==> config.mk <==
export PLATFORM = sky130hd
export DESIGN_NAME = fpi_top
export DESIGN_NICKNAME = d
export VERILOG_FILES = /design/src/verilog/fpi_pkg.sv /design/src/verilog/fam_ifs.sv /design/src/verilog/fam_mul.sv /design/src/verilog/fam_queue.sv /design/src/verilog/fp_issue.sv /design/src/verilog/fpi_top.sv
export SDC_FILE = /design/constraint.sdc
export NUM_CORES = 2
export LEC_CHECK = 0
export BUFFER_PORTS_ARGS = -buffer_cell sky130_fd_sc_hd__buf_2
export CORE_MARGIN = 5
export CORE_UTILIZATION = 25
export DETAILED_ROUTE_END_ITERATION = 10
export HOLD_SLACK_MARGIN = 0.05
export PLACE_DENSITY_LB_ADDON = 0.15
export SYNTH_ARGS = -nofsm -noshare
export SYNTH_HDL_FRONTEND = slang
export SYNTH_SLANG_ARGS = --single-unit
==> constraint.sdc <==
create_clock -name clk -period 4.15 [get_ports clk]
set_input_delay 0.83 -clock clk [delete_from_list [all_inputs] [get_ports clk]]
set_output_delay 0.83 -clock clk [all_outputs]
set_load 0.01 [all_outputs]
==> src/verilog/fpi_pkg.sv <==
package fpi_pkg;

   // Widths
   localparam int XLEN_GP           = 32;
   localparam int REG_ADDR_WIDTH_GP = 5;

   // Major opcodes
   localparam logic [6:0] OPC_OP_FP  = 7'b1010011;
   localparam logic [6:0] OPC_SYSTEM = 7'b1110011;

   // funct7 per operation
   localparam logic [6:0] F7_FSGNJ   = 7'b0010000;
   localparam logic [6:0] F7_FMINMAX = 7'b0010100;
   localparam logic [6:0] F7_FMUL    = 7'b0001000;
   localparam logic [6:0] F7_FMV_X_W = 7'b1110000;
   localparam logic [6:0] F7_FMV_W_X = 7'b1111000;

   // FRFLAGS is CSRRS rd, fflags, x0
   localparam logic [2:0]  F3_CSRRS        = 3'b010;
   localparam logic [11:0] CSR_ADDR_FFLAGS = 12'h001;

   localparam logic [XLEN_GP-1:0] CANON_NAN = 32'h7FC0_0000;

   // One instruction word, two field layouts
   typedef union packed {
      struct packed {
         logic [6:0]                   funct7;
         logic [REG_ADDR_WIDTH_GP-1:0] rs2;
         logic [REG_ADDR_WIDTH_GP-1:0] rs1;
         logic [2:0]                   funct3;
         logic [REG_ADDR_WIDTH_GP-1:0] rd;
         logic [6:0]                   opcode;
      } r;
      struct packed {
         logic [11:0]                  csr_addr;
         logic [REG_ADDR_WIDTH_GP-1:0] rs1;
         logic [2:0]                   funct3;
         logic [REG_ADDR_WIDTH_GP-1:0] rd;
         logic [6:0]                   opcode;
      } csr;
   } f_instr_u;

   // Bit order matches fflags, nv is bit 4
   typedef struct packed {
      logic nv;
      logic dz;
      logic of;
      logic uf;
      logic nx;
   } f_fflags_s;

   typedef struct packed {
      logic [REG_ADDR_WIDTH_GP-1:0] rd;
      logic [XLEN_GP-1:0]           a;
      logic [XLEN_GP-1:0]           b;
   } fam_req_s;

   function automatic logic is_nan(input logic [XLEN_GP-1:0] x);
      return (x[30:23] == 8'hFF) && (x[22:0] != '0);
   endfunction

   // Quiet bit clear marks a signaling NaN
   function automatic logic is_snan(input logic [XLEN_GP-1:0] x);
      return is_nan(x) && !x[22];
   endfunction

endpackage

==> src/verilog/fam_ifs.sv <==
`timescale 1ns/10ps

// Multiply request stream, valid/ready
interface fam_req_if
   import fpi_pkg::*;
();
   logic     valid;
   logic     ready;
   fam_req_s data;

   modport issue     (output valid, output data, input  ready);
   modport queue_in  (input  valid, input  data, output ready);
   modport queue_out (output valid, output data, input  ready);
   modport mul       (input  valid, input  data, output ready);
endinterface

// Multiply result, held until yumi
interface fam_rsp_if
   import fpi_pkg::*;
();
   logic                         valid;
   logic [REG_ADDR_WIDTH_GP-1:0] rd;
   logic [XLEN_GP-1:0]           data;
   f_fflags_s                    flags;
   logic                         yumi;

   modport mul   (output valid, output rd, output data, output flags, input  yumi);
   modport issue (input  valid, input  rd, input  data, input  flags, output yumi);
endinterface

==> src/verilog/fam_mul.sv <==
`timescale 1ns/10ps

module fam_mul
   import fpi_pkg::*;
(
   input  logic   clk,
   input  logic   reset,
   fam_req_if.mul req,
   fam_rsp_if.mul rsp
);

   // Steps 0..23 multiply, then one normalize and one pack cycle
   localparam logic [4:0] NORM_CYCLE = 5'd24;
   localparam logic [4:0] PACK_CYCLE = 5'd25;

   logic                         busy_r, rsp_valid_r, accept;
   logic [4:0]                   cnt_r;
   logic [XLEN_GP-1:0]           a, b, special_val;
   logic a_zero, b_zero, a_inf, b_inf, any_nan, inf_zero, special;
   f_fflags_s                    special_flags;

   logic                         sign_r, special_r, sticky_r;
   logic [23:0]                  ma_r, mb_r;
   logic [47:0]                  acc_r;
   logic [24:0]                  step_sum;
   logic signed [9:0]            exp_r;
   logic [22:0]                  mant_r;
   logic [REG_ADDR_WIDTH_GP-1:0] rd_r;
   logic [XLEN_GP-1:0]           data_r;
   f_fflags_s                    flags_r;

   assign a = req.data.a;
   assign b = req.data.b;

   // Zero exponent covers subnormals, flushed here
   assign a_zero   = a[30:23] == 8'h00;
   assign b_zero   = b[30:23] == 8'h00;
   assign a_inf    = (a[30:23] == 8'hFF) & (a[22:0] == '0);
   assign b_inf    = (b[30:23] == 8'hFF) & (b[22:0] == '0);
   assign any_nan  = is_nan(a) | is_nan(b);
   assign inf_zero = (a_inf & b_zero) | (a_zero & b_inf);
   assign special  = any_nan | a_inf | b_inf | a_zero | b_zero;

   always_comb
   begin
      special_flags = '0;
      if (any_nan | inf_zero)
      begin
         special_val      = CANON_NAN;
         special_flags.nv = inf_zero | is_snan(a) | is_snan(b);
      end
      else if (a_inf | b_inf)
         special_val = {a[31] ^ b[31], 8'hFF, 23'b0};
      else
         special_val = {a[31] ^ b[31], 31'b0};
   end

   // One shift-add step, partial product shifts right
   assign step_sum = {1'b0, acc_r[47:24]} + (mb_r[0] ? {1'b0, ma_r} : 25'b0);

   assign req.ready = ~busy_r;
   assign accept    = req.valid & ~busy_r;

   always_ff @(posedge clk)
   begin
      if (reset)
      begin
         busy_r      <= 1'b0;
         rsp_valid_r <= 1'b0;
         cnt_r       <= '0;
      end
      else if (accept)
      begin
         busy_r <= 1'b1;
         cnt_r  <= '0;
      end
      else if (rsp_valid_r)
      begin
         if (rsp.yumi)
         begin
            busy_r      <= 1'b0;
            rsp_valid_r <= 1'b0;
         end
      end
      else if (busy_r)
      begin
         cnt_r <= cnt_r + 1'b1;
         if (cnt_r == PACK_CYCLE)
            rsp_valid_r <= 1'b1;
      end
   end

   always_ff @(posedge clk)
   begin
      if (accept)
      begin
         rd_r      <= req.data.rd;
         sign_r    <= a[31] ^ b[31];
         special_r <= special;
         data_r    <= special_val;
         flags_r   <= special_flags;
         ma_r      <= {1'b1, a[22:0]};
         mb_r      <= {1'b1, b[22:0]};
         acc_r     <= '0;
         exp_r     <= $signed({2'b00, a[30:23]}) + $signed({2'b00, b[30:23]});
      end
      else if (busy_r & ~rsp_valid_r)
      begin
         if (cnt_r < NORM_CYCLE)
         begin
            acc_r <= {step_sum, acc_r[23:1]};
            mb_r  <= mb_r >> 1;
         end
         else if (cnt_r == NORM_CYCLE)
         begin
            // Product in [1,4), drop the leading one and truncate
            if (acc_r[47])
            begin
               mant_r   <= acc_r[46:24];
               sticky_r <= |acc_r[23:0];
               exp_r    <= exp_r - 10'sd126;
            end
            else
            begin
               mant_r   <= acc_r[45:23];
               sticky_r <= |acc_r[22:0];
               exp_r    <= exp_r - 10'sd127;
            end
         end
         else if (~special_r)
         begin
            if (exp_r > 10'sd254)
            begin
               data_r  <= {sign_r, 8'hFE, 23'h7F_FFFF};
               flags_r <= '{nv: 1'b0, dz: 1'b0, of: 1'b1, uf: 1'b0, nx: 1'b1};
            end
            else if (exp_r < 10'sd1)
            begin
               data_r  <= {sign_r, 31'b0};
               flags_r <= '{nv: 1'b0, dz: 1'b0, of: 1'b0, uf: 1'b1, nx: 1'b1};
            end
            else
            begin
               data_r  <= {sign_r, exp_r[7:0], mant_r};
               flags_r <= '{nv: 1'b0, dz: 1'b0, of: 1'b0, uf: 1'b0, nx: sticky_r};
            end
         end
      end
   end

   assign rsp.valid = rsp_valid_r;
   assign rsp.rd    = rd_r;
   assign rsp.data  = data_r;
   assign rsp.flags = flags_r;

endmodule

==> src/verilog/fam_queue.sv <==
`timescale 1ns/10ps

module fam_queue
   import fpi_pkg::*;
#(
   parameter int QUEUE_DEPTH = 2
)
(
   input  logic        clk,
   input  logic        reset,
   fam_req_if.queue_in  enq,
   fam_req_if.queue_out deq
);

   localparam int PTR_W = $clog2(QUEUE_DEPTH);
   localparam int CNT_W = $clog2(QUEUE_DEPTH + 1);
   localparam logic [PTR_W-1:0] LAST_PTR = PTR_W'(QUEUE_DEPTH - 1);
   localparam logic [CNT_W-1:0] FULL_CNT = CNT_W'(QUEUE_DEPTH);

   fam_req_s         mem_r [QUEUE_DEPTH];
   logic [PTR_W-1:0] wptr_r, rptr_r;
   logic [CNT_W-1:0] count_r;
   logic             do_enq, do_deq;

   // Wrap at the depth, which need not be a power of two
   function automatic logic [PTR_W-1:0] next_ptr(input logic [PTR_W-1:0] p);
      return (p == LAST_PTR) ? '0 : p + 1'b1;
   endfunction

   assign enq.ready = count_r != FULL_CNT;
   assign deq.valid = count_r != '0;
   assign deq.data  = mem_r[rptr_r];
   assign do_enq    = enq.valid & enq.ready;
   assign do_deq    = deq.valid & deq.ready;

   always_ff @(posedge clk)
   begin
      if (reset)
      begin
         wptr_r  <= '0;
         rptr_r  <= '0;
         count_r <= '0;
      end
      else
      begin
         if (do_enq)
            wptr_r <= next_ptr(wptr_r);
         if (do_deq)
            rptr_r <= next_ptr(rptr_r);
         if (do_enq & ~do_deq)
            count_r <= count_r + 1'b1;
         else if (do_deq & ~do_enq)
            count_r <= count_r - 1'b1;
      end
   end

   always_ff @(posedge clk)
   begin
      if (do_enq)
         mem_r[wptr_r] <= enq.data;
   end

endmodule

==> src/verilog/fp_issue.sv <==
`timescale 1ns/10ps

module fp_issue
   import fpi_pkg::*;
(
   input  logic                         clk,
   input  logic                         reset,
   input  logic                         instr_valid_i,
   output logic                         instr_ready_o,
   input  f_instr_u                     instr_i,
   input  logic [XLEN_GP-1:0]           int_operand_i,
   output logic                         wb_valid_o,
   output logic [REG_ADDR_WIDTH_GP-1:0] wb_rd_o,
   output logic [XLEN_GP-1:0]           wb_data_o,
   output logic                         wb_to_int_o,
   fam_req_if.issue                     fam_req,
   fam_rsp_if.issue                     fam_rsp
);

   logic [XLEN_GP-1:0]           frf_r [32];
   logic [31:0]                  pending_r;
   f_fflags_s                    fflags_r;

   logic                         id_valid_r;
   f_instr_u                     id_instr_r;
   logic [XLEN_GP-1:0]           id_int_r;
   logic id_fp, id_sgnj, id_minmax, id_mul, id_mvxw, id_mvwx, id_frflags;
   logic id_reads1, id_reads2, id_writes_f, sb_hazard, id_adv;
   logic [REG_ADDR_WIDTH_GP-1:0] src_addr [2];
   logic [XLEN_GP-1:0]           src_val [2];

   logic exe_valid_r, exe_sgnj_r, exe_minmax_r, exe_mul_r, exe_frflags_r;
   logic exe_wb_r, exe_to_int_r, exe_hold, exe_to_wb, exe_fwd, a_lt_b;
   logic [2:0]                   exe_funct3_r;
   logic [REG_ADDR_WIDTH_GP-1:0] exe_rd_r;
   logic [XLEN_GP-1:0]           exe_a_r, exe_b_r, exe_result;
   f_fflags_s                    exe_flags;

   logic                         wb_valid_r, wb_to_int_r, wb_wen;
   logic [REG_ADDR_WIDTH_GP-1:0] wb_rd_r;
   logic [XLEN_GP-1:0]           wb_data_r;

   ////////////////////////////////////////
   // ID stage: decode and operand read
   ////////////////////////////////////////

   assign id_fp      = id_instr_r.r.opcode == OPC_OP_FP;
   assign id_sgnj    = id_fp & (id_instr_r.r.funct7 == F7_FSGNJ);
   assign id_minmax  = id_fp & (id_instr_r.r.funct7 == F7_FMINMAX);
   assign id_mul     = id_fp & (id_instr_r.r.funct7 == F7_FMUL);
   assign id_mvxw    = id_fp & (id_instr_r.r.funct7 == F7_FMV_X_W);
   assign id_mvwx    = id_fp & (id_instr_r.r.funct7 == F7_FMV_W_X);
   assign id_frflags = (id_instr_r.csr.opcode == OPC_SYSTEM)
                     & (id_instr_r.csr.csr_addr == CSR_ADDR_FFLAGS)
                     & (id_instr_r.csr.funct3 == F3_CSRRS)
                     & (id_instr_r.csr.rs1 == '0);

   assign id_reads1   = id_sgnj | id_minmax | id_mul | id_mvxw;
   assign id_reads2   = id_sgnj | id_minmax | id_mul;
   assign id_writes_f = id_sgnj | id_minmax | id_mul | id_mvwx;

   // Wait on any register still owed by the multiplier
   assign sb_hazard = (id_reads1 & pending_r[id_instr_r.r.rs1])
                    | (id_reads2 & pending_r[id_instr_r.r.rs2])
                    | (id_writes_f & pending_r[id_instr_r.r.rd])
                    | (id_frflags & (|pending_r));

   assign id_adv        = id_valid_r & ~sb_hazard & ~exe_hold;
   assign instr_ready_o = ~id_valid_r | id_adv;

   assign src_addr[0] = id_instr_r.r.rs1;
   assign src_addr[1] = id_instr_r.r.rs2;

   // EXE result is younger than the WB write, so it wins
   always_comb
   begin
      for (int i = 0; i < 2; i++)
      begin
         if (exe_fwd & (exe_rd_r == src_addr[i]))
            src_val[i] = exe_result;
         else if (wb_wen & (wb_rd_r == src_addr[i]))
            src_val[i] = wb_data_r;
         else
            src_val[i] = frf_r[src_addr[i]];
      end
   end

   always_ff @(posedge clk)
   begin
      if (reset)
         id_valid_r <= 1'b0;
      else if (instr_ready_o)
         id_valid_r <= instr_valid_i;
   end

   always_ff @(posedge clk)
   begin
      if (instr_ready_o & instr_valid_i)
      begin
         id_instr_r <= instr_i;
         id_int_r   <= int_operand_i;
      end
   end

   ////////////////////////////////////////
   // EXE stage: short ops, FMUL dispatch
   ////////////////////////////////////////

   // A short op yields to a multiplier result arriving at WB
   assign exe_hold  = exe_valid_r & (exe_mul_r ? ~fam_req.ready : fam_rsp.valid);
   assign exe_to_wb = exe_valid_r & exe_wb_r & ~exe_hold;
   assign exe_fwd   = exe_valid_r & exe_wb_r & ~exe_to_int_r;

   // Sign-magnitude order, -0 sorts below +0
   assign a_lt_b = (exe_a_r[31] != exe_b_r[31]) ? exe_a_r[31]
                 : (exe_a_r[31] ^ (exe_a_r[30:0] < exe_b_r[30:0]));

   always_comb
   begin
      exe_flags  = '0;
      exe_result = exe_a_r;
      if (exe_sgnj_r)
      begin
         case (exe_funct3_r)
            3'd0:    exe_result = {exe_b_r[31], exe_a_r[30:0]};
            3'd1:    exe_result = {~exe_b_r[31], exe_a_r[30:0]};
            default: exe_result = {exe_a_r[31] ^ exe_b_r[31], exe_a_r[30:0]};
         endcase
      end
      else if (exe_minmax_r)
      begin
         exe_flags.nv = is_snan(exe_a_r) | is_snan(exe_b_r);
         if (is_nan(exe_a_r) & is_nan(exe_b_r))
            exe_result = CANON_NAN;
         else if (is_nan(exe_a_r))
            exe_result = exe_b_r;
         else if (is_nan(exe_b_r))
            exe_result = exe_a_r;
         else
            exe_result = (a_lt_b ^ exe_funct3_r[0]) ? exe_a_r : exe_b_r;
      end
      else if (exe_frflags_r)
         exe_result = {{(XLEN_GP-5){1'b0}}, fflags_r};
   end

   assign fam_req.valid = exe_valid_r & exe_mul_r;
   assign fam_req.data  = '{rd: exe_rd_r, a: exe_a_r, b: exe_b_r};

   always_ff @(posedge clk)
   begin
      if (reset)
         exe_valid_r <= 1'b0;
      else if (~exe_hold)
         exe_valid_r <= id_adv;
   end

   always_ff @(posedge clk)
   begin
      if (id_adv)
      begin
         exe_sgnj_r    <= id_sgnj;
         exe_minmax_r  <= id_minmax;
         exe_mul_r     <= id_mul;
         exe_frflags_r <= id_frflags;
         exe_wb_r      <= id_sgnj | id_minmax | id_mvwx | id_mvxw | id_frflags;
         exe_to_int_r  <= id_mvxw | id_frflags;
         exe_funct3_r  <= id_instr_r.r.funct3;
         exe_rd_r      <= id_instr_r.r.rd;
         exe_a_r       <= id_mvwx ? id_int_r : src_val[0];
         exe_b_r       <= src_val[1];
      end
   end

   ////////////////////////////////////////
   // WB stage, scoreboard and fflags
   ////////////////////////////////////////

   assign fam_rsp.yumi = fam_rsp.valid;
   assign wb_wen       = wb_valid_r & ~wb_to_int_r;

   always_ff @(posedge clk)
   begin
      if (reset)
      begin
         wb_valid_r <= 1'b0;
         pending_r  <= '0;
         fflags_r   <= '0;
      end
      else
      begin
         wb_valid_r <= fam_rsp.valid | exe_to_wb;
         if (fam_rsp.valid)
            pending_r[fam_rsp.rd] <= 1'b0;
         if (id_adv & id_mul)
            pending_r[id_instr_r.r.rd] <= 1'b1;
         fflags_r <= fflags_r | (fam_rsp.valid ? fam_rsp.flags : '0)
                   | (exe_to_wb ? exe_flags : '0);
      end
   end

   always_ff @(posedge clk)
   begin
      if (fam_rsp.valid)
      begin
         wb_rd_r     <= fam_rsp.rd;
         wb_data_r   <= fam_rsp.data;
         wb_to_int_r <= 1'b0;
      end
      else if (exe_to_wb)
      begin
         wb_rd_r     <= exe_rd_r;
         wb_data_r   <= exe_result;
         wb_to_int_r <= exe_to_int_r;
      end
      if (wb_wen)
         frf_r[wb_rd_r] <= wb_data_r;
   end

   assign wb_valid_o  = wb_valid_r;
   assign wb_rd_o     = wb_rd_r;
   assign wb_data_o   = wb_data_r;
   assign wb_to_int_o = wb_to_int_r;

endmodule

==> src/verilog/fpi_top.sv <==
`timescale 1ns/10ps

module fpi_top
   import fpi_pkg::*;
#(
   parameter int QUEUE_DEPTH = 2
)
(
   input  logic                         clk,
   input  logic                         reset,
   input  logic                         instr_valid_i,
   output logic                         instr_ready_o,
   input  logic [XLEN_GP-1:0]           instr_i,
   input  logic [XLEN_GP-1:0]           int_operand_i,
   output logic                         wb_valid_o,
   output logic [REG_ADDR_WIDTH_GP-1:0] wb_rd_o,
   output logic [XLEN_GP-1:0]           wb_data_o,
   output logic                         wb_to_int_o
);

   // Issue to queue, queue to multiplier, multiplier back to issue
   fam_req_if issue_req ();
   fam_req_if mul_req ();
   fam_rsp_if mul_rsp ();

   fp_issue u_issue (
      .clk           (clk),
      .reset         (reset),
      .instr_valid_i (instr_valid_i),
      .instr_ready_o (instr_ready_o),
      .instr_i       (instr_i),
      .int_operand_i (int_operand_i),
      .wb_valid_o    (wb_valid_o),
      .wb_rd_o       (wb_rd_o),
      .wb_data_o     (wb_data_o),
      .wb_to_int_o   (wb_to_int_o),
      .fam_req       (issue_req),
      .fam_rsp       (mul_rsp)
   );

   fam_queue #(
      .QUEUE_DEPTH (QUEUE_DEPTH)
   ) u_queue (
      .clk   (clk),
      .reset (reset),
      .enq   (issue_req),
      .deq   (mul_req)
   );

   fam_mul u_mul (
      .clk   (clk),
      .reset (reset),
      .req   (mul_req),
      .rsp   (mul_rsp)
   );

endmodule
# Yosys cells after proc, flatten, opt, wreduce, memory -nomap -nowiden
# Memory sizes are Yosys's and may differ from the RTL's. A register that Yosys moved wholly into a read port is not among the register bits.
# Index checks and enable logic that the tools add are counted.
# word_totals
regBits,404
ramBits,1162
wordCells,298
mem_count,2
# memory_table
memory,words,width,read_ports,rd_clocked_by_memory_dff,wr,line_no,source
u_issue.frf_r,32,32,2,2,1,fp_issue.sv:20,logic [XLEN_GP-1:0] frf_r [32];
u_queue.mem_r,2,69,1,1,1,fam_queue.sv:20,fam_req_s mem_r [QUEUE_DEPTH];
# op_classes
add_sub_neg,9
order_cmp,10
n_eq_ne,25
muxes,81
n_bitwise,83
n_reduce_logical,42
# op_table
operator,n
two-way mux 32 bit,23
two-way mux 31 bit,3
two-way mux 23 bit,4
nonzero test 23 bit,4
case mux 32 bit (2 select lines),1
two-way mux 5 bit,12
two-way mux 10 bit,5
zero test 23 bit,2
bitwise AND 1 bit,36
bitwise AND 32 bit,1
equality test 8 bit (second input constant),4
NOT 32 bit,1
bitwise OR 32 bit,1
OR reduction 32 bit,1
< comparator 31 bit,1
equality test 7 bit (second input constant),4
adder 24 x 25 -> 25 bit,1
< comparator 5 x 6 -> 1 bit (second input constant),4
two-way mux 1 bit,24
two-way mux 24 bit,1
bitwise OR 1 bit,24
OR reduction 24 bit,1
OR reduction 23 bit,1
equality test 5 bit,4
34 further kinds,87

# Depth between registers and ports, before layout
# depth
depth_word,15
depth_mapped,16

# Cells and area by module
# A second synthesis with hierarchy kept.
# hier_totals
cells_unflattened,4174
area_unflattened_um2,72946.2
# by_module_without_submodules
mod,n_inst,cells_per_inst,area_each_um2,seq_area_each_um2
fp_issue,1,3075,58972.8,37145.6
fam_mul,1,860,8733.4,4784.6
fam_queue,1,239,5240.0,4244.1

# Worst setup path before layout
# OpenSTA, ideal clock, no wires.
# synth_timing
kind,register to register
from,register u_queue.count_r[0]
to,"memory u_queue.mem_r[0][0] (netlist bit), enable pin"
setup_time_ns,0.505
arrival_time_ns,3.807
required_time_ns,3.645
setup_slack_ns,-0.162
stages_incl_launch_ff,4
path_buffers,0
cell_sequence,dfxtp_1 > inv_1 > a21oi_1 > nor2b_1
# synth_between
elab_chain_cells,4
# synth_rtl
item,line_no,source
start: declaration,fam_queue.sv:22,logic [CNT_W-1:0] count_r;
start signal: assignment,fam_queue.sv:51,count_r <= count_r + 1'b1;
start signal: assignment,fam_queue.sv:53,count_r <= count_r - 1'b1;
!= test 2 bit,fam_queue.sv:30,assign enq.ready = count_r != FULL_CNT;
bitwise AND 1 bit,fam_queue.sv:33,assign do_enq = enq.valid & enq.ready;
via u_queue.do_enq,fam_queue.sv:23,"logic do_enq, do_deq;"
two-way mux 1 bit,fam_queue.sv:59,if (do_enq)
two-way mux 1 bit (not written as such),fam_queue.sv:60,mem_r[wptr_r] <= enq.data;
end: declaration,fam_queue.sv:20,
# The timed path passes the listed nets, and every way through them passes these cells.

# Worst setup path in the final report
# layout_timing
from,register u_issue.id_instr_r[15] (netlist bit)
to,output instr_ready_o
# layout_between
elab_chain_cells,10
word_cells_on_any_way,13
# layout_rtl
item,line_no,source
start: declaration,fp_issue.sv:25,f_instr_u id_instr_r;
start signal: assignment,fp_issue.sv:100,id_instr_r <= instr_i;
binary-select mux 1 bit (select 5 bit),fp_issue.sv:63,assign sb_hazard = (id_reads1 & pending_r[id_instr_r.r.rs1])
two-way mux 1 bit (not written as such),fp_issue.sv:63,
bitwise AND 1 bit,fp_issue.sv:63,
bitwise OR 1 bit,fp_issue.sv:64,| (id_reads2 & pending_r[id_instr_r.r.rs2])
bitwise OR 1 bit,fp_issue.sv:65,| (id_writes_f & pending_r[id_instr_r.r.rd])
bitwise OR 1 bit (*),fp_issue.sv:66,| (id_frflags & (|pending_r));
NOT 1 bit (*),fp_issue.sv:68,assign id_adv = id_valid_r & ~sb_hazard & ~exe_hold;
bitwise AND 1 bit (*) (2 in a row),fp_issue.sv:68,
bitwise OR 1 bit (*),fp_issue.sv:69,assign instr_ready_o = ~id_valid_r | id_adv;
end: declaration,fpi_top.sv:12,"output logic instr_ready_o,"
# Every way passes the cells marked *; elsewhere a longest branch is shown, timed or not. The select of a mux whose other input is x is not followed.

==> flow_summary.toml <==
[grt]
gr-total-overflow = 0
grt_pass1_wl_um = 352000
grt_pass1_vias = 43045
grt_usage = 0.165
grt_max_degree = 71
antenna_found_initial = 24

[die]
io_pins = 107
die_h_um = 547
die_x_um = 547
dieArea_um2 = 300000
core_area_um2 = 288000
core.rowCount = 197
initial_core_util = 0.251

[worst_setup_path]
cp.required_ns = 3.32
crit_path_end_kind = "output pin"
path_class = "register to output pin"
cp.arrival_ns = 3.17
cp-start-kind = "register"
reg2reg_depth = 13
cp_max_fo = 5

[drt]
drtIter0Drc = 3643
dr.pass1.iters = 5
num_vias = 41269
route.detailed.drc = 0
drtAntennaViolNets = 0
vias_per_cell = 4.97
wl_um = 252000
wire_per_inst_um = 30.4

[final_layout]
areaGrowthSynthToFinish_pct = 18.8
drive_gt1_frac = 0.317
design_area_um2 = 85700
num-nets-final = 4519
final_util = 0.298

[yosys]
synthAdderAreaFrac = 0.0127
synth_mux_area_frac = 0.235
syn_avg_cell_area_um2 = 17.7
synth_area_um2 = 72200
ys_warn_count = 0
synth-simple-area-share = 0.0476
synth_compound_area_frac = 0.0399
synthXorXnorAreaFrac = 0.00752
ys_seq_area_frac = 0.639
ys_async_sr_fraction = 0
synth_top_family_by_area = "multiplexers"
ys_types = 74
synthFlopType = "edfxtp_1"
synth_nets = 4225
synthCells = 4086
synth_edf_count = 1461
yosys_register_bits = 1575

[sta]
max_freq_ghz = 0.250
finalHoldViolations = 0
final-setup-viol-count = 0
drv_slew = 0
tns_ns = 0
finClkSkew_ns = 0.0864
tightest_slew_ns = 1.15
grt_setup_unrepaired = "yes"
min_period_over_period = 0.964
period_needed_ns = 4.00
relSlewSlack = 0.232

[pwr]
finalPower_mw = 42.7
vdd_drop_max_mv = 0.313
p_leak_nw = 27.7
power_density_nw_per_um2 = 499

[clock_network]
cts_made_buffers = 190
cts_tree = "done"
clk_path_buf_depth = 4
htree_levels = 4
cts_num_sinks = 1575
cts.clk_slew.worst_paths_ns = 0.06
ctsHoldBuffers = 0
clock_latency_ns = 0.87
cts_root_buffer = "clkbuf_16"

[place]
io_buffers = 106
dpl.hpwl_um = 157000
gp_congestion = 0.777
place_area_um2 = 79500

[job]
cap_violations = 0

[status]
status = "finished, final reports clean"

[hold_path]
min_delay_path_depth = 1
hold_path_class = "input port to register"
cells by family after synthesis:
family / Yosys count
AND/OR/NAND/NOR: 710
buffers and inverters: 342
multiplexers: 851
XOR/XNOR: 62
AO/OA/AOI/OAI: 474
flip-flops: 1575
adder cells (fa/ha/maj): 72
area by class of cell:
class	instances	area [um2]
Timing Repair Buffer	365	3260
Tap cell	3781	4730
Fill cell	28081	202000
Multi-Input combinational cell	2169	25100
Clock buffer	235	5010
Sequential cell	1575	46200
Inverter	79	305
Antenna cell	5	12.5
Clock inverter	95	1140
worst paths after layout:
check | start | endpoint | slack (ns)
setup reg to reg | u_issue.exe_b_r[1] | u_issue.exe_a_r[13] | 0.27
hold reg to reg | u_mul.mb_r[23] | u_mul.mb_r[23] | 0.47
hold / removal | instr_i[0] | u_issue.id_instr_r[0] | 0.17
setup / recovery | u_issue.id_instr_r[15] | instr_ready_o | 0.15
routing by layer:
metal  up-vias  global-route usage  routed length, um
met5         -                   0                  0
met4         0              0.0339               5260
met3       315              0.0222              10700
met2      1050               0.277             123000
met1     22436               0.227             113000
li1      17468                   -                  -
flip-flops by register name, indices dropped and copies added (netlist names), 23 cells and up, named ones only:
| register | flops |
|---|---|
| u_mul.mb_r | 24 |
| u_mul.acc_r | 48 |
| u_mul.mant_r | 23 |
| u_issue.pending_r | 32 |
| u_issue.wb_data_o | 32 |
| u_queue.mem_r | 138 |
| u_issue.id_instr_r | 32 |
| u_issue.exe_a_r | 32 |
| u_mul.ma_r | 23 |
| u_mul.rsp.data | 32 |
| u_issue.frf_r | 1024 |
| u_issue.id_int_r | 32 |
| u_issue.exe_b_r | 32 |
critical path, stage by stage, from the launching register on:
cell and delay [ns]:
edfxtp_1 0.34, buf_6 0.13, buf_6 0.10, mux4_2 0.47, mux4_2 0.49, a21oi_2 0.15, o21ai_1 0.06, or3_4 0.36
nand2_4 0.12, buf_6 0.11
Yosys cell counts (27+ instances only):
master	count	area, um2
dfxtp_1	114	2280
o221ai_1	32	280
clkbuf_1	187	702
xnor2_1	36	315
nor3_1	30	150
mux4_2	664	15000
nand2_1	268	1010
mux2i_1	115	1150
o21ai_0	165	826
a22oi_1	28	210
edfxtp_1	1461	43900
and2_1	27	169
mux2_2	65	732
nor2b_1	27	169
inv_1	78	293
nor4_1	52	325
ha_1	70	876
buf_1	70	263
nand3b_1	27	203
nor2_1	158	593
a21oi_1	132	661
nand3_1	28	140
layout by cell type, fill, tap and decap left out, drive strengths merged, types with 27 or more instances in the layout:
cell type	synthesis	routed
a21oi	132	132
a22oi	28	28
and2	27	27
buf	76	365
clkbuf	187	235
clkinv	0	61
dfxtp	114	114
edfxtp	1461	1461
ha	70	70
inv	79	80
mux2	70	70
mux2i	115	115
mux4	666	666
nand2	271	271
nand3	29	29
nand3b	27	27
nor2	158	158
nor2b	27	27
nor3	31	31
nor4	53	53
o21ai	183	183
o221ai	32	32
xnor2	36	36
timing repair:
action / in CTS / in global routing
buffers inserted: 5 / 0
setup endpoints to repair: 1 / 1
pin swaps: 2 / 1
gates resized for setup: 9 / 4
stage by stage:
stage / hold WS [ns] / std cells / worst slack, ns
finish: 0.172 / 8304 / 0.147
global route: 0.108 / 8302 / -0.00653
CTS: 0.0944 / 8299 / 0.0120
floorplan: 0.418 / 4086 / 0.308
global placement: 0.455 / 7964 / 0.330
detailed placement: 0.457 / 7964 / 0.310
power breakdown:
part / total, mW / internal [mW] / switching (mW)
clock network: 16.8 / 10.1 / 6.72
logic: 6.65 / 2.86 / 3.79
registers: 19.3 / 18.5 / 0.793
total: 42.7 / 31.4 / 11.3
No activity file was read; power rests on OpenSTA's default activity.
